<file path="config.mk">
export PLATFORM = sky130hd
export DESIGN_NAME = fetch_unit
export DESIGN_NICKNAME = d
export VERILOG_FILES = /design/src/verilog/rv_core_pkg.sv /design/src/verilog/fetch_unit.sv
export VERILOG_INCLUDE_DIRS = /design/src /design/src/verilog
export SDC_FILE = /design/constraint.sdc
export NUM_CORES = 1
export LEC_CHECK = 0
export BUFFER_PORTS_ARGS = -buffer_cell sky130_fd_sc_hd__buf_2
export CORE_AREA = 2 2 152 154
export CTS_CLUSTER_SIZE = 20
export DETAILED_ROUTE_END_ITERATION = 7
export DIE_AREA = 0 0 154 156
export PLACE_DENSITY_LB_ADDON = 0.15
export SETUP_SLACK_MARGIN = 0.2
export SLEW_MARGIN = 10
export SYNTH_ARGS = -nofsm -noshare
export SYNTH_HDL_FRONTEND = slang
export SYNTH_SLANG_ARGS = --single-unit
</file>
<file path="constraint.sdc">
create_clock -name clk -period 2.3 [get_ports clk]
set_input_delay 0.46 -clock clk [delete_from_list [all_inputs] [get_ports clk]]
set_output_delay 0.46 -clock clk [all_outputs]
set_load 0.01 [all_outputs]
</file>
<file path="src/verilog/rv_core_macros.svh">
`ifndef RV_CORE_MACROS_SVH
`define RV_CORE_MACROS_SVH

// Datapath and register file sizes
`define XLEN        64
`define INSTR_W     32
`define REG_COUNT   32
`define REG_ADDR_W  5

// Major opcodes
`define OPC_OP      7'b0110011
`define OPC_OP_IMM  7'b0010011
`define OPC_LUI     7'b0110111
`define OPC_BRANCH  7'b1100011
`define OPC_JAL     7'b1101111

// funct3 codes, ALU group and branch group overlap
`define F3_ADD      3'b000
`define F3_SLL      3'b001
`define F3_SLT      3'b010
`define F3_XOR      3'b100
`define F3_SRL      3'b101
`define F3_OR       3'b110
`define F3_AND      3'b111
`define F3_BEQ      3'b000
`define F3_BNE      3'b001

`define F7_SUB      7'b0100000

`define PC_STEP     64'd4
`define SP_REG      5'd2

`endif

</file>
<file path="src/verilog/rv_core_pkg.sv">
`include "rv_core_macros.svh"

package rv_core_pkg;

  // Instruction formats, all 32 bits, MSB first
  typedef struct packed {
    logic [6:0]             funct7;
    logic [`REG_ADDR_W-1:0] rs2;
    logic [`REG_ADDR_W-1:0] rs1;
    logic [2:0]             funct3;
    logic [`REG_ADDR_W-1:0] rd;
    logic [6:0]             opcode;
  } r_fmt_t;

  typedef struct packed {
    logic [11:0]            imm;
    logic [`REG_ADDR_W-1:0] rs1;
    logic [2:0]             funct3;
    logic [`REG_ADDR_W-1:0] rd;
    logic [6:0]             opcode;
  } i_fmt_t;

  typedef struct packed {
    logic [19:0]            imm;
    logic [`REG_ADDR_W-1:0] rd;
    logic [6:0]             opcode;
  } u_fmt_t;

  // Branch offset is scattered over the word
  typedef struct packed {
    logic                   imm_12;
    logic [5:0]             imm_10_5;
    logic [`REG_ADDR_W-1:0] rs2;
    logic [`REG_ADDR_W-1:0] rs1;
    logic [2:0]             funct3;
    logic [3:0]             imm_4_1;
    logic                   imm_11;
    logic [6:0]             opcode;
  } b_fmt_t;

  typedef struct packed {
    logic                   imm_20;
    logic [9:0]             imm_10_1;
    logic                   imm_11;
    logic [7:0]             imm_19_12;
    logic [`REG_ADDR_W-1:0] rd;
    logic [6:0]             opcode;
  } j_fmt_t;

  typedef union packed {
    r_fmt_t r;
    i_fmt_t i;
    u_fmt_t u;
    b_fmt_t b;
    j_fmt_t j;
  } instr_u;

  typedef enum logic [3:0] {
    ALU_ADD,
    ALU_SUB,
    ALU_AND,
    ALU_OR,
    ALU_XOR,
    ALU_SLT,
    ALU_SLL,
    ALU_SRL,
    ALU_PASS
  } alu_op_e;

  typedef struct packed {
    logic [`XLEN-1:0]       pc;
    logic [`REG_ADDR_W-1:0] rs1;
    logic [`REG_ADDR_W-1:0] rs2;
    logic [`REG_ADDR_W-1:0] rd;
    logic [`XLEN-1:0]       imm;
    alu_op_e                alu_op;
    logic                   use_imm;
    logic                   is_branch;
    logic                   branch_ne;
    logic                   is_jal;
    logic                   writes_rd;
  } dec_t;

  // rd of zero means nothing gets written
  typedef struct packed {
    logic [`REG_ADDR_W-1:0] rd;
    logic [`XLEN-1:0]       data;
    logic [`XLEN-1:0]       next_pc;
  } ex_result_t;

endpackage

</file>
<file path="src/verilog/fetch_unit.sv">
`timescale 1ns/10ps
`include "rv_core_macros.svh"

module fetch_unit
  import rv_core_pkg::*;
(
  input  logic                clk,
  input  logic                reset,
  input  logic [`XLEN-1:0]    entry,
  input  logic                instr_valid,
  input  logic [`INSTR_W-1:0] instr,
  input  logic                ex_valid,
  input  ex_result_t          ex_result,
  output logic                fetch_req,
  output logic [`XLEN-1:0]    fetch_addr,
  output logic                fetched_valid,
  output instr_u              fetched_instr,
  output logic [`XLEN-1:0]    fetched_pc
);

  logic [`XLEN-1:0] pc_q;
  logic             req_q;
  logic             waiting_q;
  logic             reset_q;
  logic             boot_req;

  // Reset release detector, gives the very first request
  always_ff @(posedge clk) begin
    reset_q <= reset;
  end

  assign boot_req = reset_q & ~reset;

  always_ff @(posedge clk) begin
    if (reset) begin
      pc_q      <= entry;
      req_q     <= 1'b0;
      waiting_q <= 1'b0;
    end else begin
      // Redirect after every executed instruction
      req_q <= ex_valid;
      if (ex_valid) begin
        pc_q <= ex_result.next_pc;
      end
      if (instr_valid) begin
        waiting_q <= 1'b0;
      end else if (fetch_req) begin
        waiting_q <= 1'b1;
      end
    end
  end

  assign fetch_req  = req_q | boot_req;
  assign fetch_addr = pc_q;

  // Word goes straight to the decoder with the PC that fetched it
  assign fetched_valid = instr_valid;
  assign fetched_instr = instr;
  assign fetched_pc    = pc_q;

  a_no_unrequested_instr: assert property (
    @(posedge clk) disable iff (reset) instr_valid |-> waiting_q
  ) else $error("instr_valid without an outstanding fetch_req");

endmodule

</file>
Word-level counts from Yosys, hierarchy flattened --
Index checks and enable logic that the tools add are counted.
Storage, ports and cells: bits in registers 66, input port bits 233, logic and storage cells 9
Operators by class: muxes and demuxes 2, bitwise logic cells 3, reduce and logical (&&, ||, !) cells 1
Operator list (count):
- $mux W64 | 2
- $reduce_bool A2 Y1 | 1
- $and A1 B1 Y1 | 1
- $not A1 Y1 | 1
- $or A1 B1 Y1 | 1

Longest topological paths before layout --
depth in word-level cells 3, depth in mapped cells 4

Worst setup path before layout --
OpenSTA, ideal clock, no wires.
path type input -> register, from input reset, to register pc_q[0] (netlist: fetch_addr[0]), enable pin, data arrival time 1562 ps, path slack 344 ps, cell stages on the path 3, path buffers 2, cell sequence buf_6 -> buf_6 -> or2_2
On the way: word-level cells in the longest chain between the ends 1
Ends and longest elaborated chain:
- from (decl) | RTL line fetch_unit.sv:8 | input logic reset,
- $reduce_bool A2 Y1 (no source line)
- to (signal assigned) | RTL line fetch_unit.sv:36 | pc_q <= entry;
- to (signal assigned) | RTL line fetch_unit.sv:43 | pc_q <= ex_result.next_pc;
- to (decl) | RTL line fetch_unit.sv:21 | logic [`XLEN-1:0] pc_q;
Every way passes these cells. A chain may end at the register's enable or synchronous reset.

Worst setup path in the final report --
from input reset, to output fetch_req
On the way: word-level cells in the longest chain between the ends 3
Ends and longest elaborated chain:
- $not A1 Y1 | RTL line fetch_unit.sv:32 | assign boot_req = reset_q & ~reset;
- $and A1 B1 Y1 | RTL line fetch_unit.sv:32
- $or A1 B1 Y1 | RTL line fetch_unit.sv:53 | assign fetch_req = req_q | boot_req;
- to (decl) | RTL line fetch_unit.sv:14 | output logic fetch_req,
Every way passes these cells.

==> impl_metrics.csv <==
group,metric,value,unit
logic_synthesis,async_flop_share,0,%
timing,setup_ws,879,ps
clock_network,clk_pin_slew,50,ps
clock_network,post_cts_resized,0,
detailed_routing,viasPerCell,3.38,
detailed_routing,first_iter_violations,72,
place,dp_slack,579,ps
floorplanning,die_area,24000,um^2
clock_network,clockBufferDepth,2,
place,place_congestion,0.709,
worst_setup_path,critical_path_class,"primary input to primary output",
power_and_ir_drop,power_leakage,2.21,nW
place,dp_hpwl,6330,um
worst_setup_path,crit_path_end_kind,"primary output",
worst_setup_path,worstPathMaxFanout,10,
worst_setup_path,startpoint_type,"primary input",
logic_synthesis,avgSynthCellArea,15.0,um^2
worst_setup_path,worst_path_largest_cell_delay,160,ps
logic_synthesis,synth_seq_cells,66,
flow_run,maxCapViolCount,0,
grt,grt_pass1_wl,11900,um
grt,antenna_found_initial,1,
timing,hold_viol_final,0,
floorplanning,ioPinCount,395,
timing,fin_crit_sh,61.8,%
worst_setup_path,cp-startpoint,"reset",
floorplanning,initial_core_util,16.0,%
logic_synthesis,syn_area,3570,um^2
power_and_ir_drop,powerDensity,763,nW/um^2
detailed_routing,vias,2356,
cells_and_area,drive_gt1_share,80.8,%
logic_synthesis,synth_top_area_share,53.8,%
grt,grt.overflow.total,0,
logic_synthesis,syn_nets,471,
clock_network,cts_made_buffers,9,
logic_synthesis,ys_seq_area_share,55.0,%
floorplanning,die_h,156,um
worst_setup_path,arrival,960,ps
detailed_routing,drc_errors,0,
clock_network,cts_setup_buffers,0,
detailed_routing,drt_pre_antenna_iters,4,
worst_hold_path,min_delay_path_depth,1,
power_and_ir_drop,ir_drop,244,uV
timing,slew_violations,0,
worst_hold_path,hp-start,"reset",
worst_setup_path,setup.worst_path.end,"fetch_req",
clock_network,cts_tree,"yes",
clock_network,htreeDepth,3,
worst_setup_path,worst_ep_required_time,1840,ps
timing,period_needed,1420,ps
timing,max_slew.worst_pin.slew,387,ps
worst_setup_path,crit_slowest_cell,"buf_4",
logic_synthesis,synthTopCellsByCount,"97 x buf_4, 64 x edfxtp_1, 37 x mux2_2",
logic_synthesis,synth_cells,238,
floorplanning,core,22400,um^2
logic_synthesis,synth_edf_count,64,
logic_synthesis,ys.flop_type,"edfxtp_1",
timing,slew_headroom,74.2,%
clock_network,cts.sinks,66,
timing,tns,0,ps
detailed_routing,routedWlPerCell,12.1,um
cells_and_area,syn2layout_area_growth,34.4,%
logic_synthesis,synth_cell_type_count,12,
timing,rsz0062_at_grt,"false",
place,port_buffers,259,
clock_network,cts-root-buf,"clkbuf_16",
floorplanning,die_w,154,um
timing,maxClockFrequency,0.704,GHz
logic_synthesis,ys_warn_count,0,
grt,grt_use_total,6.74,%
detailed_routing,ant_nets,0,
logic_synthesis,synthTopCellsByArea,"edfxtp_1 54%, buf_4 20%, mux2_2 12%, mux2_4 8.4%, mux2_1 2.2%",
logic_synthesis,synth_top_cell_by_area,"edfxtp_1",
grt,grt_pass1_vias,2211,
cells_and_area,nets,640,
grt,grt_max_degree,65,
worst_setup_path,crit_chain,"buf_4 -> inv_1 -> a21o_1 -> buf_2",
logic_synthesis,yosys.cell_count.top_type,"buf_4",
floorplanning,rows,55,
detailed_routing,wl,8470,um
worst_hold_path,hold_class,"primary input to flop",
timing,setup_viol,0,
outcome,status,"finished, final reports clean",
cells_and_area,nFillCells,2396,
cells_and_area,n_antenna_cell,0,
clock_network,cts_hold_buffers,0,
-- power breakdown --
group / switching (mW) / internal (mW) / leakage, nW / total (mW)
logic: 0.314 / 0.341 / 1.40 / 0.655
clock network: 0.523 / 0.946 / 0.143 / 1.47
registers: 0.0643 / 1.47 / 0.669 / 1.54
-- layout make-up --
type                            instances  area [um^2]  share of cell area (%)
Clock buffer                           11          233                    4.85
Clock inverter                          5         78.8                    1.64
Inverter                                1         3.75                  0.0782
Multi-Input combinational cell         67          818                    17.1
Sequential cell                        66         1960                    40.9
Tap cell                              285          357                    7.43
Timing Repair Buffer                  262         1350                    28.1
-- state kept, by name, indices dropped and copies added (netlist names) --
name and flops:
fetch_addr 64, req_q 1, reset_q 1
-- worst max-delay path, delay by kind of cell --
family	cells	cell delay, ps
AO/OA/AOI/OAI	1	140
buffers and inverters	3	360
-- metal layers --
layer | GRT usage, % | part of all wire (%) | vias to the layer above
li1 | - | - | 1085
met5 | 0 | 0.15 | -
met2 | 11.5 | 48 | 186
met1 | 6.97 | 38 | 1062
met3 | 3.28 | 11 | 21
met4 | 3.25 | 2.0 | 2
-- kinds of logic (layout without fill, tap and decap cells) --
| kind of cell | Yosys count | in the layout | share of synthesized area (%) |
|---|---|---|---|
| AOI/OAI and AO/OA | 1 | 1 | 0.210 |
| buffers and inverters | 105 | 279 | 22.2 |
| DFF | 66 | 66 | 55.0 |
| muxes | 64 | 64 | 22.3 |
| and+or+nand+nor | 2 | 2 | 0.351 |
-- layout by cell type (no fill, tap or decap), drive strengths merged --
master    netlist  layout
a21o            1       1
buf           104     262
bufinv          0       2
clkbuf          0      11
clkinv          0       1
clkinvlp        0       2
dfxtp           2       2
edfxtp         64      64
inv             1       1
mux2           64      64
nor2b           1       1
or2             1       1
-- metrics by stage --
stage | util (%) | instances | cell area, um^2 | power (mW) | hold slack (ps)
5_1_grt | 21.5 | 697 | 4800 | 3.86 | 341
3_3_place_gp | 20.1 | 681 | 4490 | 2.25 | 685
4_1_cts | 21.5 | 697 | 4800 | 3.77 | 332
3_5_place_dp | 20.1 | 681 | 4490 | 2.23 | 686
6_report | 21.5 | 697 | 4800 | 3.66 | 348
2_1_floorplan | - | 238 | 3570 | 2.08 | 488
-- worst min path at each step --
stage / end
final: reset_q
after global routing: reset_q
after CTS: reset_q
after detailed placement: reset_q
after global placement: reset_q
after floorplan: reset_q
Note: power is estimated with default switching activity, not from simulation.
