### config.mk
export PLATFORM = sky130hd
export DESIGN_NAME = register_file
export DESIGN_NICKNAME = d
export VERILOG_FILES = /design/src/verilog/rv_core_pkg.sv /design/src/verilog/register_file.sv
export VERILOG_INCLUDE_DIRS = /design/src /design/src/verilog
export SDC_FILE = /design/constraint.sdc
export NUM_CORES = 2
export LEC_CHECK = 0
export BUFFER_PORTS_ARGS = -buffer_cell sky130_fd_sc_hd__buf_2
export CAP_MARGIN = 25
export CORE_MARGIN = 4
export CORE_UTILIZATION = 41
export CTS_CLUSTER_SIZE = 30
export DETAILED_ROUTE_END_ITERATION = 6
export PLACE_DENSITY_LB_ADDON = 0.1
export SKIP_CTS_REPAIR_TIMING = 1
export SYNTH_ARGS = -nofsm -noshare
export SYNTH_HDL_FRONTEND = slang
export SYNTH_SLANG_ARGS = --single-unit
### constraint.sdc
create_clock -name clk -period 3.99 [get_ports clk]
set_clock_uncertainty 0.2 [all_clocks]
set_input_delay 0.399 -clock clk [delete_from_list [all_inputs] [get_ports clk]]
set_output_delay 0.399 -clock clk [all_outputs]
set_load 0.1 [all_outputs]
### src/verilog/rv_core_macros.svh
`ifndef RV_CORE_MACROS_SVH
`define RV_CORE_MACROS_SVH

// Datapath and register file sizes
`define XLEN        64
`define INSTR_W     32
`define REG_COUNT   32
`define REG_ADDR_W  5

// Major opcodes
`define OPC_OP      7'b0110011
`define OPC_OP_IMM  7'b0010011
`define OPC_LUI     7'b0110111
`define OPC_BRANCH  7'b1100011
`define OPC_JAL     7'b1101111

// funct3 codes, ALU group and branch group overlap
`define F3_ADD      3'b000
`define F3_SLL      3'b001
`define F3_SLT      3'b010
`define F3_XOR      3'b100
`define F3_SRL      3'b101
`define F3_OR       3'b110
`define F3_AND      3'b111
`define F3_BEQ      3'b000
`define F3_BNE      3'b001

`define F7_SUB      7'b0100000

`define PC_STEP     64'd4
`define SP_REG      5'd2

`endif

### src/verilog/rv_core_pkg.sv
`include "rv_core_macros.svh"

package rv_core_pkg;

  // Instruction formats, all 32 bits, MSB first
  typedef struct packed {
    logic [6:0]             funct7;
    logic [`REG_ADDR_W-1:0] rs2;
    logic [`REG_ADDR_W-1:0] rs1;
    logic [2:0]             funct3;
    logic [`REG_ADDR_W-1:0] rd;
    logic [6:0]             opcode;
  } r_fmt_t;

  typedef struct packed {
    logic [11:0]            imm;
    logic [`REG_ADDR_W-1:0] rs1;
    logic [2:0]             funct3;
    logic [`REG_ADDR_W-1:0] rd;
    logic [6:0]             opcode;
  } i_fmt_t;

  typedef struct packed {
    logic [19:0]            imm;
    logic [`REG_ADDR_W-1:0] rd;
    logic [6:0]             opcode;
  } u_fmt_t;

  // Branch offset is scattered over the word
  typedef struct packed {
    logic                   imm_12;
    logic [5:0]             imm_10_5;
    logic [`REG_ADDR_W-1:0] rs2;
    logic [`REG_ADDR_W-1:0] rs1;
    logic [2:0]             funct3;
    logic [3:0]             imm_4_1;
    logic                   imm_11;
    logic [6:0]             opcode;
  } b_fmt_t;

  typedef struct packed {
    logic                   imm_20;
    logic [9:0]             imm_10_1;
    logic                   imm_11;
    logic [7:0]             imm_19_12;
    logic [`REG_ADDR_W-1:0] rd;
    logic [6:0]             opcode;
  } j_fmt_t;

  typedef union packed {
    r_fmt_t r;
    i_fmt_t i;
    u_fmt_t u;
    b_fmt_t b;
    j_fmt_t j;
  } instr_u;

  typedef enum logic [3:0] {
    ALU_ADD,
    ALU_SUB,
    ALU_AND,
    ALU_OR,
    ALU_XOR,
    ALU_SLT,
    ALU_SLL,
    ALU_SRL,
    ALU_PASS
  } alu_op_e;

  typedef struct packed {
    logic [`XLEN-1:0]       pc;
    logic [`REG_ADDR_W-1:0] rs1;
    logic [`REG_ADDR_W-1:0] rs2;
    logic [`REG_ADDR_W-1:0] rd;
    logic [`XLEN-1:0]       imm;
    alu_op_e                alu_op;
    logic                   use_imm;
    logic                   is_branch;
    logic                   branch_ne;
    logic                   is_jal;
    logic                   writes_rd;
  } dec_t;

  // rd of zero means nothing gets written
  typedef struct packed {
    logic [`REG_ADDR_W-1:0] rd;
    logic [`XLEN-1:0]       data;
    logic [`XLEN-1:0]       next_pc;
  } ex_result_t;

endpackage

### src/verilog/register_file.sv
`timescale 1ns/10ps
`include "rv_core_macros.svh"

module register_file
  import rv_core_pkg::*;
(
  input  logic                  clk,
  input  logic                  reset,
  input  logic [`XLEN-1:0]      stackptr,
  input  logic [`REG_ADDR_W-1:0] rs1,
  input  logic [`REG_ADDR_W-1:0] rs2,
  input  logic                  ex_valid,
  input  ex_result_t            ex_result,
  output logic [`XLEN-1:0]      rs1_data,
  output logic [`XLEN-1:0]      rs2_data,
  output logic                  wb_valid,
  output logic [`REG_ADDR_W-1:0] wb_rd,
  output logic [`XLEN-1:0]      wb_data
);

  logic [`XLEN-1:0] regs [`REG_COUNT];

  // Clear everything, stack pointer starts at stackptr
  always_ff @(posedge clk) begin
    if (reset) begin
      for (int i = 0; i < `REG_COUNT; i++) begin
        regs[i] <= (i == `SP_REG) ? stackptr : '0;
      end
    end else if (ex_valid && ex_result.rd != '0) begin
      regs[ex_result.rd] <= ex_result.data;
    end
  end

  assign rs1_data = (rs1 == '0) ? '0 : regs[rs1];
  assign rs2_data = (rs2 == '0) ? '0 : regs[rs2];

  // Retire report, one cycle behind the write
  always_ff @(posedge clk) begin
    if (reset) begin
      wb_valid <= 1'b0;
    end else begin
      wb_valid <= ex_valid;
    end
  end

  always_ff @(posedge clk) begin
    if (ex_valid) begin
      wb_rd   <= ex_result.rd;
      wb_data <= ex_result.data;
    end
  end

  a_x0_zero: assert property (
    @(posedge clk) disable iff (reset) regs[0] == '0
  ) else $error("x0 holds a nonzero value");

endmodule

After elaboration in Yosys (flattened, before gate mapping). Memory sizes are Yosys's and may differ from the RTL's. Index checks and enable logic that the tools add are counted.

Flip-flop bits (word level): 70. Bits in latches: 0. Memory bits (writable): 2048. ROM bits: 0. Input bits: 210. Output and inout port bits: 198. Memories: 1.

Memory list: regs (depth 32, bits a word 64, rd ports 2, clocked after memory_dff 0, write ports 32, line register_file.sv:21) `` logic [`XLEN-1:0] regs [`REG_COUNT]; ``.

Add/subtract/negate cells: 0. Multiply operators: 0. Div/mod/pow operators: 0. $lt $le $gt $ge: 0. Eq/ne operators: 0. Shift operators: 0. Muxes and demuxes: 10. Bitwise logic cells: 0. Reductions and logical operators: 5.

Operators with widths (count): 2-to-1 mux 64 bit (3); OR reduction 64 bit (1); logical NOT 5 bit (2); 2-to-1 mux 1 bit (6); 2-to-1 mux 5 bit (1); nonzero test 5 bit (1); logical AND 1 bit (1).

Logic depth before layout (Yosys ltp).
Word-level depth: 7. Gate-level depth with buffers: 10. Mapped depth without buffers: 5.

Worst setup path before layout. Ideal clock, no wire load.

Kind: input -> output. From: input rs1[0]. To: output rs1_data[22]. Arrival: 4.762 ns. Required time: 3.391 ns. Path slack: -1.371 ns. Stages: 8. Buffers on the path: 3. Path through: buf_2 buf_6 buf_6 nand2_1 or3_1 o311ai_0 a221oi_1 a2111oi_1.

Cells in the longest elaborated chain, start to end: 2.

Ends and longest elaborated chain: start: declaration (line register_file.sv:10) `` input logic [`REG_ADDR_W-1:0] rs1, ``; memory read (32 x 64 bit) / logical NOT 5 bit (equally long branches); 2-to-1 mux 64 bit * (line register_file.sv:34) `assign rs1_data = (rs1 == '0) ? '0 : regs[rs1];`; end: declaration (line register_file.sv:14) `` output logic [`XLEN-1:0] rs1_data, ``.

Every way passes the cells marked *; elsewhere a longest branch is shown, timed or not.

==> impl_metrics.py <==
metrics = {
    "worst_setup_path": {
        "cp_data_required_time_ns": 3.39,
        "cp_slowest_cell": "a2111oi_1",
        "crit_chain": "mux4_2 > mux2i_1 > nor2_1 > a2111oi_1 > buf_4 > nor4_2 > buf_4 > buf_12",
        "path_max_fanout": 2,
        "max_stage_delay_ns": 0.61,
        "path_class": "reg2out",
        "worstPathArrival_ns": 3.31,
        "cpMostUsedCell": "buf_4",
        "startpoint_type": "register",
        "end_kind": "output pin",
    },
    "die": {
        "die_w_um": 529,
        "row_count": 191,
        "start_util": 0.412,
        "die-area_um2": 280000,
        "io-pin-count": 408,
        "fp.coreArea_um2": 271000,
        "die_y_um": 529,
    },
    "drt": {
        "wl_met2_um": 206000,
        "wl_um": 446000,
        "wl_met1_um": 173000,
        "wl_met3_um": 46200,
        "topRoutingLayerUsed": "met5",
        "drt-initial-drc-count": 10300,
        "post_drt_wl_per_cell_um": 39.1,
        "vias": 71800,
        "drc_errors": 2,
        "firstDrtPassIters": 7,
        "ant_nets": 0,
        "routed_via_density": 6.30,
    },
    "synthesis": {
        "synth_warnings": 0,
        "syn_inst": 7183,
        "synth.avg_cell_area_um2": 15.5,
        "synth_edf_count": 2116,
        "synth_top_flop_cell": "edfxtp_1",
        "yosys_register_bits": 2117,
        "synthArstFlopShare": 0,
        "synth.distinct_cells": 54,
        "seq_area_frac_synth": 0.570,
        "syn_area_um2": 111000,
    },
    "power_and_ir_drop": {
        "pwr-share-clk": 0.376,
        "seqPwrFrac": 0.454,
        "power.leakage_nw": 46.0,
        "p_sw_mw": 16.3,
        "switching_share": 0.281,
        "intPower_mw": 41.8,
        "pwr_density_cell_nw_per_um2": 446,
        "p_comb_frac": 0.169,
        "ir_drop_uv": 344,
    },
    "sta": {
        "slew_headroom": 0.346,
        "hold_ws_ns": 0.0200,
        "fin_crit_sh": 0.981,
        "report.final.slew_viol_count": 0,
        "clock.fmax_ghz": 0.256,
        "worstMarginPinSlew_ns": 0.976,
        "rsz0062_at_grt": "false",
        "setup_viol": 0,
        "finalHoldViolations": 0,
        "min_period_ns": 3.91,
    },
    "placed_design": {
        "gp_congestion": 0.875,
        "hpwl_um": 263000,
        "io_buffers": 343,
    },
    "cells_and_area": {
        "final_core_util": 0.481,
        "layout-drive-gt1-share": 0.290,
        "final_nets": 7824,
        "syn2layout_area_growth_pct": 16.8,
    },
    "hold_path": {
        "hold_path.class": "in2reg",
    },
    "status": {
        "violations": "DRC",
        "outcome": "finished, violations left",
    },
    "clocking": {
        "h-tree-depth": 4,
        "clk_pin_slew_ns": 0.06,
        "clock_path_buffers": 4,
        "cts.sinks": 2117,
        "cts_tree": "done",
        "cts_made_buffers": 243,
        "cts_root_buffer": "clkbuf_16",
    },
    "job": {
        "max-cap-violations": 0,
    },
    "global_route": {
        "grt_pass1_wl_um": 606000,
        "grt_pass1_vias": 71300,
        "grt_max_degree": 93,
        "overflow": 0,
        "track_usage": 0.314,
        "antenna_found_initial": 60,
    },
}
## cell usage in the layout (no fill, tap or decap), types with 17 or more instances in the layout
cell / instances
edfxtp_1: 2116
mux4_2: 968
bufinv_16: 19
a211oi_1: 17
mux2i_1: 400
o22ai_1: 75
nand3b_1: 53
clkinv_1: 66
o21ai_1: 92
nor2b_1: 33
nor2_4: 29
diode_2: 21
buf_12: 245
conb_1: 63
a22oi_1: 72
or2_4: 30
buf_4: 267
buf_2: 254
nand3_1: 93
clkinv_2: 42
and2_1: 1923
mux2_2: 62
a21oi_1: 58
mux2_4: 48
clkbuf_1: 50
dlygate4sd3_1: 134
nand2_1: 23
a221oi_1: 19
clkbuf_16: 248
nor2_1: 163
## synthesized netlist by cell type (5+ instances only)
master	instances	area share
buf_4	58	0.0039
and2_1	1923	0.11
mux2_2	62	0.0063
o21ai_1	41	0.0018
buf_6	31	0.0031
buf_2	183	0.0082
nor2b_1	35	0.0020
a22oi_1	72	0.0048
a21oi_1	59	0.0026
nor2_1	193	0.0065
nand3b_1	53	0.0036
a22o_1	6	0.00047
o211ai_1	5	0.00034
nand2_1	24	0.00081
a2111oi_0	6	0.00047
or2_2	32	0.0018
clkbuf_2	42	0.0019
buf_1	13	0.00044
nand2b_1	14	0.00079
a221oi_1	19	0.0015
o21ai_0	64	0.0029
edfxtp_1	2116	0.57
o22ai_1	75	0.0042
mux2_4	48	0.0065
nor4_1	5	0.00028
mux2i_1	400	0.036
mux4_2	968	0.20
a211oi_1	17	0.0011
nand3_1	93	0.0042
nor3_1	11	0.00049
a31oi_1	6	0.00034
clkbuf_1	461	0.016
a221o_1	5	0.00045
## metrics by stage
stage                     instance area [um^2]  std cells  power (mW)  setup TNS, ns  setup slack (ns)
after floorplan                         112000       7245        32.4         -0.421            -0.106
after global placement                  121000      10800        36.4              0             0.155
after detailed placement                121000      10800        36.5              0             0.185
after CTS                               129000      11200        58.2         -0.122            -0.122
after global routing                    130000      11400        59.7              0           0.00442
final                                   130000      11400        58.1              0            0.0769
## flip-flops by register name, summed over array words and instances, names as in the netlist
name and cells:
wb_rd 5, regs 2047, wb_valid 1, wb_data 64
## area by class of cell
cell class / count / area (um^2)
diodes: 21 / 52.6
clock buffers: 298 / 6390
clock inverters: 139 / 1140
fillers: 23000 / 141000
multi-input cells: 4340 / 45000
flip-flops and latches: 2117 / 63600
well taps: 3570 / 4470
repair buffers: 912 / 9680
## final timing paths
| check | from | endpoint | slack [ns] | cells past startpoint |
|---|---|---|---|---|
| max | regs[2][16]$_DFFE_PP_ | rs1_data[16] | 0.08 | 8 |
| min | ex_result[99] | wb_data[35]$_DFFE_PP_ | 0.02 | 1 |
## logic make-up after synthesis
family,Yosys count,synth area share
AND/OR/NAND/NOR,2398,0.129
flip-flops,2117,0.570
AO/OA/AOI/OAI,400,0.0231
buffers and inverters,788,0.0331
other,1,0.0000336
multiplexers,1479,0.244
## power by group through the flow
stage          clock network (mW)  logic [mW]  registers [mW]
2_1_floorplan                   0        5.46            27.0
3_3_place_gp                    0        9.62            26.7
3_5_place_dp                    0        9.66            26.8
4_1_cts                      22.1        9.68            26.4
5_1_grt                      23.1        10.1            26.5
6_report                     21.9        9.85            26.4
## worst max-delay path, delay by kind of cell, from the launching register on
kind / cells / cell delay (ns)
AOI/OAI and AO/OA: 1 / 0.61
DFF: 1 / 0.45
buffers and inverters: 3 / 0.58
and+or+nand+nor: 2 / 0.11
muxes: 2 / 0.65
## routing by layer
metal / vias to the layer above / track usage
li1: 28400 / -
met1: 38200 / 0.425
met2: 4354 / 0.496
met3: 879 / 0.0686
met4: 14 / 0.125
met5: - / 0
Power figures use the tool's default switching activity.
