===== src/verilog/rv_core_macros.svh =====
`ifndef RV_CORE_MACROS_SVH
`define RV_CORE_MACROS_SVH

// Datapath and register file sizes
`define XLEN        64
`define INSTR_W     32
`define REG_COUNT   32
`define REG_ADDR_W  5

// Major opcodes
`define OPC_OP      7'b0110011
`define OPC_OP_IMM  7'b0010011
`define OPC_LUI     7'b0110111
`define OPC_BRANCH  7'b1100011
`define OPC_JAL     7'b1101111

// funct3 codes, ALU group and branch group overlap
`define F3_ADD      3'b000
`define F3_SLL      3'b001
`define F3_SLT      3'b010
`define F3_XOR      3'b100
`define F3_SRL      3'b101
`define F3_OR       3'b110
`define F3_AND      3'b111
`define F3_BEQ      3'b000
`define F3_BNE      3'b001

`define F7_SUB      7'b0100000

`define PC_STEP     64'd4
`define SP_REG      5'd2

`endif


===== src/verilog/rv_core_pkg.sv =====
`include "rv_core_macros.svh"

package rv_core_pkg;

  // Instruction formats, all 32 bits, MSB first
  typedef struct packed {
    logic [6:0]             funct7;
    logic [`REG_ADDR_W-1:0] rs2;
    logic [`REG_ADDR_W-1:0] rs1;
    logic [2:0]             funct3;
    logic [`REG_ADDR_W-1:0] rd;
    logic [6:0]             opcode;
  } r_fmt_t;

  typedef struct packed {
    logic [11:0]            imm;
    logic [`REG_ADDR_W-1:0] rs1;
    logic [2:0]             funct3;
    logic [`REG_ADDR_W-1:0] rd;
    logic [6:0]             opcode;
  } i_fmt_t;

  typedef struct packed {
    logic [19:0]            imm;
    logic [`REG_ADDR_W-1:0] rd;
    logic [6:0]             opcode;
  } u_fmt_t;

  // Branch offset is scattered over the word
  typedef struct packed {
    logic                   imm_12;
    logic [5:0]             imm_10_5;
    logic [`REG_ADDR_W-1:0] rs2;
    logic [`REG_ADDR_W-1:0] rs1;
    logic [2:0]             funct3;
    logic [3:0]             imm_4_1;
    logic                   imm_11;
    logic [6:0]             opcode;
  } b_fmt_t;

  typedef struct packed {
    logic                   imm_20;
    logic [9:0]             imm_10_1;
    logic                   imm_11;
    logic [7:0]             imm_19_12;
    logic [`REG_ADDR_W-1:0] rd;
    logic [6:0]             opcode;
  } j_fmt_t;

  typedef union packed {
    r_fmt_t r;
    i_fmt_t i;
    u_fmt_t u;
    b_fmt_t b;
    j_fmt_t j;
  } instr_u;

  typedef enum logic [3:0] {
    ALU_ADD,
    ALU_SUB,
    ALU_AND,
    ALU_OR,
    ALU_XOR,
    ALU_SLT,
    ALU_SLL,
    ALU_SRL,
    ALU_PASS
  } alu_op_e;

  typedef struct packed {
    logic [`XLEN-1:0]       pc;
    logic [`REG_ADDR_W-1:0] rs1;
    logic [`REG_ADDR_W-1:0] rs2;
    logic [`REG_ADDR_W-1:0] rd;
    logic [`XLEN-1:0]       imm;
    alu_op_e                alu_op;
    logic                   use_imm;
    logic                   is_branch;
    logic                   branch_ne;
    logic                   is_jal;
    logic                   writes_rd;
  } dec_t;

  // rd of zero means nothing gets written
  typedef struct packed {
    logic [`REG_ADDR_W-1:0] rd;
    logic [`XLEN-1:0]       data;
    logic [`XLEN-1:0]       next_pc;
  } ex_result_t;

endpackage


===== src/verilog/instr_decoder.sv =====
`timescale 1ns/10ps
`include "rv_core_macros.svh"

module instr_decoder
  import rv_core_pkg::*;
(
  input  logic             clk,
  input  logic             reset,
  input  logic             fetched_valid,
  input  instr_u           fetched_instr,
  input  logic [`XLEN-1:0] fetched_pc,
  output logic             dec_valid,
  output dec_t             dec
);

  dec_t             dec_next;
  logic [6:0]       opcode;
  logic [2:0]       funct3;
  logic [`XLEN-1:0] imm_i;
  logic [`XLEN-1:0] imm_u;
  logic [`XLEN-1:0] imm_b;
  logic [`XLEN-1:0] imm_j;

  assign opcode = fetched_instr.r.opcode;
  assign funct3 = fetched_instr.r.funct3;

  // Immediates, each read through its own format view
  assign imm_i = {{(`XLEN-12){fetched_instr.i.imm[11]}}, fetched_instr.i.imm};
  assign imm_u = {{(`XLEN-32){fetched_instr.u.imm[19]}}, fetched_instr.u.imm, 12'b0};
  assign imm_b = {{(`XLEN-13){fetched_instr.b.imm_12}}, fetched_instr.b.imm_12,
                  fetched_instr.b.imm_11, fetched_instr.b.imm_10_5,
                  fetched_instr.b.imm_4_1, 1'b0};
  assign imm_j = {{(`XLEN-21){fetched_instr.j.imm_20}}, fetched_instr.j.imm_20,
                  fetched_instr.j.imm_19_12, fetched_instr.j.imm_11,
                  fetched_instr.j.imm_10_1, 1'b0};

  always_comb begin
    dec_next     = '0;
    dec_next.pc  = fetched_pc;
    dec_next.rs1 = fetched_instr.r.rs1;
    dec_next.rs2 = fetched_instr.r.rs2;
    dec_next.rd  = fetched_instr.r.rd;

    case (opcode)
      `OPC_OP: begin
        dec_next.writes_rd = 1'b1;
        case (funct3)
          `F3_ADD: begin
            if (fetched_instr.r.funct7 == `F7_SUB) begin
              dec_next.alu_op = ALU_SUB;
            end else begin
              dec_next.alu_op = ALU_ADD;
            end
          end
          `F3_SLL: dec_next.alu_op = ALU_SLL;
          `F3_SLT: dec_next.alu_op = ALU_SLT;
          `F3_XOR: dec_next.alu_op = ALU_XOR;
          `F3_SRL: dec_next.alu_op = ALU_SRL;
          `F3_OR:  dec_next.alu_op = ALU_OR;
          `F3_AND: dec_next.alu_op = ALU_AND;
          // SLTU is not supported
          default: dec_next.writes_rd = 1'b0;
        endcase
      end

      `OPC_OP_IMM: begin
        dec_next.imm       = imm_i;
        dec_next.use_imm   = 1'b1;
        dec_next.writes_rd = 1'b1;
        case (funct3)
          `F3_ADD: dec_next.alu_op = ALU_ADD;
          `F3_XOR: dec_next.alu_op = ALU_XOR;
          `F3_OR:  dec_next.alu_op = ALU_OR;
          `F3_AND: dec_next.alu_op = ALU_AND;
          default: dec_next.writes_rd = 1'b0;
        endcase
      end

      `OPC_LUI: begin
        dec_next.imm       = imm_u;
        dec_next.use_imm   = 1'b1;
        dec_next.alu_op    = ALU_PASS;
        dec_next.writes_rd = 1'b1;
      end

      `OPC_BRANCH: begin
        dec_next.imm       = imm_b;
        dec_next.is_branch = (funct3 == `F3_BEQ) || (funct3 == `F3_BNE);
        dec_next.branch_ne = (funct3 == `F3_BNE);
      end

      `OPC_JAL: begin
        dec_next.imm       = imm_j;
        dec_next.is_jal    = 1'b1;
        dec_next.writes_rd = 1'b1;
      end

      // Anything else falls through as a no-op
      default: begin
        dec_next.writes_rd = 1'b0;
      end
    endcase

    if (!dec_next.writes_rd) begin
      dec_next.rd = '0;
    end
  end

  always_ff @(posedge clk) begin
    if (reset) begin
      dec_valid <= 1'b0;
    end else begin
      dec_valid <= fetched_valid;
    end
  end

  always_ff @(posedge clk) begin
    if (fetched_valid) begin
      dec <= dec_next;
    end
  end

endmodule


===== config.mk =====
export PLATFORM = sky130hd
export DESIGN_NAME = instr_decoder
export DESIGN_NICKNAME = d
export VERILOG_FILES = /design/src/verilog/rv_core_pkg.sv /design/src/verilog/instr_decoder.sv
export VERILOG_INCLUDE_DIRS = /design/src /design/src/verilog
export SDC_FILE = /design/constraint.sdc
export NUM_CORES = 1
export LEC_CHECK = 0
export BUFFER_PORTS_ARGS = -buffer_cell sky130_fd_sc_hd__buf_2
export CAP_MARGIN = 15
export CORE_ASPECT_RATIO = 0.75
export CORE_MARGIN = 8
export CORE_UTILIZATION = 48
export CTS_CLUSTER_SIZE = 16
export DETAILED_ROUTE_END_ITERATION = 8
export GPL_TIMING_DRIVEN = 0
export PLACE_DENSITY = 0.85
export REMOVE_ABC_BUFFERS = 1
export SLEW_MARGIN = 20
export SYNTH_ARGS = -nofsm -noshare
export SYNTH_HDL_FRONTEND = slang
export SYNTH_SLANG_ARGS = --single-unit

===== constraint.sdc =====
create_clock -name clk -period 2.58 [get_ports clk]
set_input_delay 0.129 -clock clk [delete_from_list [all_inputs] [get_ports clk]]
set_output_delay 0.129 -clock clk [all_outputs]
set_load 0.02 [all_outputs]

### Yosys cells after proc, flatten, opt, wreduce, memory -nomap -nowiden

Index checks and enable logic that the tools add are counted.
W data, S select, Z words.

| storage, ports and cells | value |
|---|---|
| flip-flop bits (word level) | 153 |
| input bits | 99 |
| output and inout port bits | 153 |
| word-level logic and storage cells | 40 |

| operators by class | value |
|---|---|
| eq/ne operators | 12 |
| muxes and demuxes | 10 |
| reductions and logical operators | 6 |

Operator list:

| cell | count |
|---|---|
| $pmux W64 S4 | 1 |
| $pmux W4 S7 | 1 |
| $eq A7 B6 Y1 const B | 3 |
| $eq A7 B7 Y1 const B | 2 |
| $eq A3 B3 Y1 const B | 4 |
| $pmux W4 S3 | 1 |
| $pmux W3 S3 | 1 |
| $eq A7 B5 Y1 const B | 1 |
| $reduce_or A7 Y1 | 1 |
| $mux W1 | 5 |
| $reduce_or A2 Y1 | 2 |
| $reduce_or A4 Y1 | 1 |
| $eq A3 B1 Y1 const B | 1 |
| $eq A3 B2 Y1 const B | 1 |
| $logic_not A3 Y1 | 1 |
| $pmux W1 S3 | 1 |
| $logic_or A1 B1 Y1 | 1 |

### Depth between registers and ports, before layout

Gate-level depths: netlist of run 1.

| depth | value |
|---|---|
| word-level depth | 4 |
| mapped depth | 6 |
| gate-level depth less buffers | 4 |

### Least setup slack after synthesis of run 1

OpenSTA, ideal clock, no wires.

| path | value |
|---|---|
| kind | register to output |
| start | reg dec[71] (netlist name) |
| end | out dec[41] (netlist name) |
| arrival | 1.182 ns |
| data required time | 2.451 ns |
| setup slack | 1.269 ns |
| cell stages (with the launch flop) | 2 |
| buffers on the path | 1 |
| cells stage by stage | edfxtp_1 -> buf_4 |

RTL lines:

| item | line | RTL |
|---|---|---|
| to (decl) | instr_decoder.sv:13 | `output dec_t dec` |

==> impl_results.rst, run 1 <==
.. list-table::
   :header-rows: 1

   * - Metric
     - Value
   * - Outcome
     - complete, no violations
   * - Die Span Y
     - 100.2 microns
   * - Layout overhead on the synthesized area
     - 55.32%
   * - Largest delay share family, worst path
     - flip-flops
   * - Kind of launch point of the worst setup path
     - register
   * - Total negative slack for setup checks
     - 0 ns
   * - Commonest non-fill, non-tap cell in the layout
     - sky130_fd_sc_hd__buf_2
   * - Root Buffer Master
     - sky130_fd_sc_hd__clkbuf_16
   * - WL final
     - 15230 microns
   * - Number of slew-limit violations in the final report
     - 0
   * - Clock edge transition at the registers on the reported setup and hold paths
     - 0.05 ns
   * - Largest cells by area after synthesis
     - sky130_fd_sc_hd__edfxtp_1 (79%), sky130_fd_sc_hd__buf_4 (5.5%), sky130_fd_sc_hd__a21o_1 (3.5%)
   * - Number of placed I/O pins
     - 252
   * - Crit-path max FO
     - 33
   * - Capture endpoint of the worst hold path
     - dec[36]
   * - Average wire length per cell after detail routing
     - 21.75 microns
   * - Total power divided by cell area
     - 763.8 nW/um^2
   * - Worst-path cell with the longest stage delay
     - sky130_fd_sc_hd__edfxtp_1
   * - Placed Instances
     - 591
   * - Cell chain of the critical path
     - buf_2
   * - Sequential-to-total area share from yosys stat
     - 0.7987
   * - Distinct cell type count after synthesis
     - 37
   * - Via count
     - 3419
   * - Post-synthesis instance total
     - 248
   * - Worst Setup Slack, final
     - 0.9869 ns
   * - Tightest Pin Transition
     - 1.011 ns
   * - Floorplan core area
     - 9121 sq um
   * - Count of buffers from port buffering
     - 251
   * - Vias in the first global route
     - 3652
   * - RD Place Congestion
     - 0.8400
   * - Worst hold slack
     - 0.03380 ns
   * - Avg Vias per Cell
     - 4.884
   * - Area of the die
     - 12850 sq um
   * - Post-DRT Antenna Nets
     - 0
   * - Worst Path Buf+Inv
     - 1
   * - Count of fill cells added during filler insertion
     - 563
   * - Number of instances on the worst hold path
     - 2
   * - Remaining global-route overflow
     - 0
   * - EDFF count, synth
     - 120
   * - Post-Layout Inst Area
     - 7047 sq um
   * - Standard-cell rows
     - 30
   * - Fmax
     - 627.7 MHz
   * - Horizontal extent of the die
     - 128.3 microns
   * - # DRC
     - 0
   * - Category of the worst setup path capture point
     - output pin
   * - Hold Vio Cnt, Final
     - 0
   * - Slew Limit Headroom
     - 0.3237
   * - Final standard cell utilization of the core
     - 0.7726
   * - Post-layout power
     - 5.382 mW
   * - Initial cell density of the core
     - 0.4974
   * - Max-cap viol count
     - 0
   * - Arrival @ worst endpoint
     - 1.46 ns
   * - Finished Layout Cells
     - 700
   * - Number of DRC markers after the initial detailed-route iteration
     - 237
   * - Max incr delay on CP
     - 0.77 ns
   * - First-pass GRT wire length
     - 21890 microns
   * - Top cell type's share of synthesized area
     - 0.7943
   * - Avg Inst Size Synth
     - 18.29 sq um
   * - Fraction of layout instances using a drive strength above 1
     - 0.5088
   * - Portion of the clock cycle consumed by the worst path in the final layout
     - 0.6175
   * - Warning count from the yosys run
     - 0
   * - Syn Std Cell Area
     - 4537 sq um
   * - Most used flip-flop cell after synthesis
     - sky130_fd_sc_hd__edfxtp_1
   * - Library cell with the largest summed area after synthesis
     - sky130_fd_sc_hd__edfxtp_1
   * - Total clock sinks
     - 121
   * - Maximum buffer depth of the clock tree
     - 2
   * - Number of search-and-repair iterations in the first detailed-routing pass
     - 6
   * - Detail Placement HPWL
     - 9455 microns
   * - RSZ-0062 raised after global routing
     - false
   * - Synth Register Bits
     - 121
   * - Most frequent cells in the layout
     - sky130_fd_sc_hd__buf_2 (250), sky130_fd_sc_hd__edfxtp_1 (120), sky130_fd_sc_hd__dlygate4sd3_1 (75), sky130_fd_sc_hd__a21o_1 (21), sky130_fd_sc_hd__clkbuf_16 (17)
   * - Path class of the lowest-slack min-delay path
     - in2reg
   * - Static Leak
     - 3.160 nW
   * - Number of antenna violations at the first check in global routing
     - 2
   * - Number of resized instances in the post-cts repair step
     - 0
   * - Setup WS pre-CTS
     - 0.8076 ns
   * - Startpoint of the tightest hold check path
     - fetched_instr[27]
   * - Required time worst endpoint
     - 2.45 ns
   * - Number of failing setup endpoints in the final timing report
     - 0
   * - Number of nets in the layout
     - 656
   * - Combined global-route utilization of all metal layers
     - 0.2327
   * - Async SR Flop Fraction
     - 0
   * - Cell area reported after detailed placement
     - 5700 sq um
   * - Post-route minimum period
     - 1.593 ns
   * - Type of the worst setup path
     - reg2out
   * - Cts bufs inserted
     - 17
   * - Pin count of the biggest net entering global routing
     - 73
   * - Worst-case vdd ir drop
     - 0.4922 mV
   * - TritonCTS clock tree
     - done
   * - H-tree level count
     - 4
[metal layers]
metal,part of all wire,up-vias,global-route usage
met1,0.34,1641,0.2276
met5,0,-,0
li1,-,1555,-
met2,0.54,198,0.4260
met3,0.092,25,0.09322
met4,0.021,0,0.1002
[cells in the mapped netlist, drive strengths merged, types with 2 or more instances]
library cell,n
a32o,4
o21ai,3
nand2,6
nor2b,4
nor3b,6
edfxtp,120
nand2b,3
buf,37
a21o,21
nand3b,2
a21oi,3
nand4,3
and3,2
nor2,8
and2,10
[worst max-delay path by stage]
stage / startpoint / endpoint / slack (ns) / cells after the start
after global routing: dec[71] / dec[52] / 0.83 / 1
after global placement: fetched_valid / dec[111] / 0.17 / 1
after floorplan: dec[71] / dec[40] / -1.84 / 0
final: dec[71] / dec[49] / 0.99 / 1
after CTS: dec[71] / dec[42] / 0.94 / 1
after detailed placement: fetched_instr[5] / dec[37] / 0.81 / 4
[logic make-up (layout without fill, tap and decap cells)]
| group | count (synthesis) | in the layout | synth area share |
|---|---|---|---|
| buffers and inverters | 38 | 360 | 0.06398 |
| and+or+nand+nor | 50 | 50 | 0.07226 |
| DFF | 121 | 121 | 0.7987 |
| AOI/OAI and AO/OA | 39 | 39 | 0.06509 |
| other | 0 | 2 | 0 |
[area by class of cell]
| class | instances | area (sq um) | area share |
|---|---|---|---|
| sequential | 121 | 3623 | 0.5142 |
| timing repair buffer | 327 | 2041 | 0.2896 |
| multi-input combinational | 89 | 623.1 | 0.08842 |
| clock buffer | 18 | 429.2 | 0.06090 |
| clock inverter | 14 | 161.4 | 0.02290 |
| tap | 128 | 160.2 | 0.02273 |
| antenna | 2 | 5.005 | 0.0007102 |
| inverter | 1 | 3.754 | 0.0005327 |
[what timing repair did]
item / CTS / global route
hold buffers: 75 / 0
hold endpoints to repair: 77 / 0
buffers inserted: 0 / 0
[flip-flops by register name, summed over array words and instances, names as in the netlist]
signal and count:
dec_valid 1, dec 120
[report_power, final]
group          switching (mW)  internal [mW]  total (mW)
logic                   0.418          0.256       0.673
registers              0.0485           2.31        2.36
clock network           0.903           1.45        2.35
(Power assumes the default switching activity.)
==> run 2: changes to the inputs <==
Settings changed: CORE_UTILIZATION 48 to 44, PLACE_DENSITY 0.85 to 0.79.
Clock period 2.58 ns to 1.6 ns, I/O delays scaled along.
==> run 2 against run 1 <==
Against the previous run:
- largest power group is now clock
- global-route usage is 2.5 points lower
- hold slack worse by 0.014 ns
- routed wire length is 5.6% lower
- first-iteration DRC count is 22% lower
- non-clock buffer count is 10 higher
- critical path depth is 3 higher
- cell area is 1.9% higher
- critical endpoint is now dec[35]
- clock power is 70% higher
- final cell count is 2.1% higher
- combinational power is 63% higher
- utilization is 6.7 points lower
- die area is 7.8% higher
==> impl_results.rst, run 2 (same netlist as run 1, synthesis figures left out) <==
.. list-table::
   :header-rows: 1

   * - Metric
     - Value
   * - Outcome
     - complete, no violations (unchanged)
   * - Cell chain of the critical path
     - buf_2 > nand4_1 > nor2_1 > a21o_1 (was buf_2)
   * - Post-DRT Antenna Nets
     - 0 (unchanged)
   * - RD Place Congestion
     - 0.7986 (was 0.8400)
   * - Sequential Area
     - 3623 sq um (unchanged)
   * - Number of failing setup endpoints in the final timing report
     - 0 (unchanged)
   * - Largest register FFs
     - 120 (unchanged)
   * - Required time worst endpoint
     - 1.87 ns (was 2.45 ns)
   * - Cts bufs inserted
     - 17 (unchanged)
   * - Combined global-route utilization of all metal layers
     - 0.2074 (was 0.2327)
   * - First-pass GRT wire length
     - 21790 microns (was 21890 microns)
   * - Remaining global-route overflow
     - 0 (unchanged)
   * - Largest register by flop count
     - dec (unchanged)
   * - Root Buffer Master
     - sky130_fd_sc_hd__clkbuf_16 (unchanged)
   * - Worst-case vdd ir drop
     - 0.9436 mV (was 0.4922 mV)
   * - Floorplan core area
     - 10170 sq um (was 9121 sq um)
   * - Layout overhead on the synthesized area
     - 58.22% (was 55.32%)
   * - Largest delay share family, worst path
     - simple AND/OR/NAND/NOR gates (was flip-flops)
   * - TritonCTS clock tree
     - done (unchanged)
   * - Area occupied by multi-input gates
     - 623.1 sq um (unchanged)
   * - Worst-path cell with the longest stage delay
     - sky130_fd_sc_hd__nor2_1 (was sky130_fd_sc_hd__edfxtp_1)
   * - Critical Path End
     - dec[35] (was dec[49])
   * - Detail Placement HPWL
     - 9279 microns (was 9455 microns)
   * - Static Leak
     - 3.216 nW (was 3.160 nW)
   * - Initial cell density of the core
     - 0.4461 (was 0.4974)
   * - Average wire length per cell after detail routing
     - 20.11 microns (was 21.75 microns)
   * - Clock edge transition at the registers on the reported setup and hold paths
     - 0.05 ns (about the same)
   * - Max incr delay on CP
     - 0.83 ns (was 0.77 ns)
   * - RSZ-0062 raised after global routing
     - false (unchanged)
   * - Total clock sinks
     - 121 (unchanged)
   * - Count of fill cells added during filler insertion
     - 677 (was 563)
   * - H-tree level count
     - 4 (unchanged)
   * - # DRC
     - 0 (unchanged)
   * - Arrival @ worst endpoint
     - 1.53 ns (was 1.46 ns)
   * - Number of cells on the critical path
     - 4 (was 1)
   * - WL final
     - 14380 microns (was 15230 microns)
   * - Number of inserted diodes
     - 0 (was 2)
   * - Worst Path Buf+Inv
     - 1 (unchanged)
   * - Finished Layout Cells
     - 715 (was 700)
   * - Fraction of layout instances using a drive strength above 1
     - 0.5026 (was 0.5088)
   * - Category of the worst setup path capture point
     - register (was output pin)
   * - Most frequent cells in the layout
     - sky130_fd_sc_hd__buf_2 (250), sky130_fd_sc_hd__edfxtp_1 (120), sky130_fd_sc_hd__dlygate4sd3_1 (83), sky130_fd_sc_hd__a21o_1 (21), sky130_fd_sc_hd__clkbuf_16 (17) (was sky130_fd_sc_hd__buf_2 (250), sky130_fd_sc_hd__edfxtp_1 (120), sky130_fd_sc_hd__dlygate4sd3_1 (75), sky130_fd_sc_hd__a21o_1 (21), sky130_fd_sc_hd__clkbuf_16 (17))
   * - Commonest non-fill, non-tap cell in the layout
     - sky130_fd_sc_hd__buf_2 (unchanged)
   * - Count of buffers from port buffering
     - 251 (unchanged)
   * - Slew Limit Headroom
     - 0.3215 (was 0.3237)
   * - Total power divided by cell area
     - 1238 nW/um^2 (was 763.8 nW/um^2)
   * - Tightest Pin Transition
     - 1.014 ns (was 1.011 ns)
   * - Standard-cell rows
     - 32 (was 30)
   * - Number of slew-limit violations in the final report
     - 0 (unchanged)
   * - Pin count of the biggest net entering global routing
     - 73 (unchanged)
   * - Via count
     - 3385 (was 3419)
   * - Kind of launch point of the worst setup path
     - input pin (was register)
   * - Hold Vio Cnt, Final
     - 0 (unchanged)
   * - Vias in the first global route
     - 3638 (was 3652)
   * - Number of DRC markers after the initial detailed-route iteration
     - 186 (was 237)
   * - Area of the die
     - 13850 sq um (was 12850 sq um)
   * - Number of antenna violations at the first check in global routing
     - 0 (was 2)
   * - Fmax
     - 794.1 MHz
   * - Avg Vias per Cell
     - 4.734 (was 4.884)
   * - Registers with the most flip-flops
     - dec (120), dec_valid (1) (unchanged)
   * - Post-route minimum period
     - 1.259 ns
   * - Max-cap viol count
     - 0 (unchanged)
   * - Horizontal extent of the die
     - 133.3 microns (was 128.3 microns)
   * - Total negative slack for setup checks
     - 0 ns (unchanged)
   * - Path class of the lowest-slack min-delay path
     - in2reg (unchanged)
   * - Post-layout power
     - 8.887 mW (was 5.382 mW)
   * - Die Span Y
     - 103.9 microns (was 100.2 microns)
   * - Number of search-and-repair iterations in the first detailed-routing pass
     - 5 (was 6)
   * - Portion of the clock cycle consumed by the worst path in the final layout
     - 0.7871
   * - Origin of the worst setup path
     - fetched_instr[5] (was dec[71])
   * - Number of nets in the layout
     - 666 (was 656)
   * - Maximum buffer depth of the clock tree
     - 2 (unchanged)
   * - Placed Instances
     - 599 (was 591)
   * - Type of the worst setup path
     - in2reg (was reg2out)
   * - Number of placed I/O pins
     - 252 (unchanged)
   * - Crit-path max FO
     - 14 (was 33)
[run 2: cell count changes in the layout (fill, tap and decap cells not counted), sizes merged]
cell / before / now
bufinv: 2 / 4
buf: 252 / 254
dlygate4sd3: 75 / 83
diode: 2 / 0
clkbuf: 18 / 17
clkinv: 3 / 6
inv: 8 / 3
[run 2: per-layer routing]
| metal | wire, microns | share of wire | up-vias | global-route usage |
|---|---|---|---|---|
| met5 | 0 | 0 | - | 0 |
| met4 | 201 | 0.014 | 0 | 0.06475 |
| met3 | 1255 | 0.087 | 16 | 0.08205 |
| met2 | 7804 | 0.54 | 166 | 0.3799 |
| met1 | 5114 | 0.36 | 1635 | 0.2111 |
| li1 | - | - | 1568 | - |
[run 2: worst min-delay path by stage]
stage	start	endpoint	slack [ns]	cells past startpoint
after floorplan	reset	dec_valid	0.15	1
final	fetched_instr[29]	dec[38]	0.02	2
after CTS	fetched_instr[29]	dec[38]	0.006	2
after global placement	reset	dec_valid	0.24	2
after detailed placement	reset	dec_valid	0.24	2
after global routing	fetched_instr[29]	dec[38]	0.02	2
[run 2: timing repair]
action | 4_1_cts | 5_1_grt
hold buffers | 83 | 0
gates cloned | 0 | 0
endpoints found under the hold margin | 93 | 0
setup buffers | 1 | 1
pin swaps | 0 | 0
setup endpoints to repair | 2 | 16
resized for setup | 0 | 0
[run 2: cell type report]
class / count / area share
repair buffers: 337 / 0.2975
clock buffers: 17 / 0.05926
well taps: 136 / 0.02371
clock inverters: 14 / 0.02737
flip-flops and latches: 121 / 0.5048
inverters: 1 / 0.0005229
multi-input cells: 89 / 0.08681
[run 2: through the flow]
stage / setup slack [ns] / instance area (sq um) / hold WS [ns] / utilization
after floorplan: -2.775 / 4250 / 0.1516 / -
after global placement: -0.7323 / 5677 / 0.2405 / 0.5582
after global routing: 0.1708 / 7178 / 0.01704 / 0.7058
final: 0.3407 / 7178 / 0.01997 / 0.7058
after CTS: 0.007078 / 7171 / 0.005964 / 0.7051
after detailed placement: -0.06667 / 5710 / 0.2385 / 0.5615
[run 2: where the power goes]
part	internal, mW	leakage (nW)	switching [mW]
Combinational	0.428	1.75	0.673
Clock	2.61	0.297	1.39
Sequential	3.72	1.17	0.0609
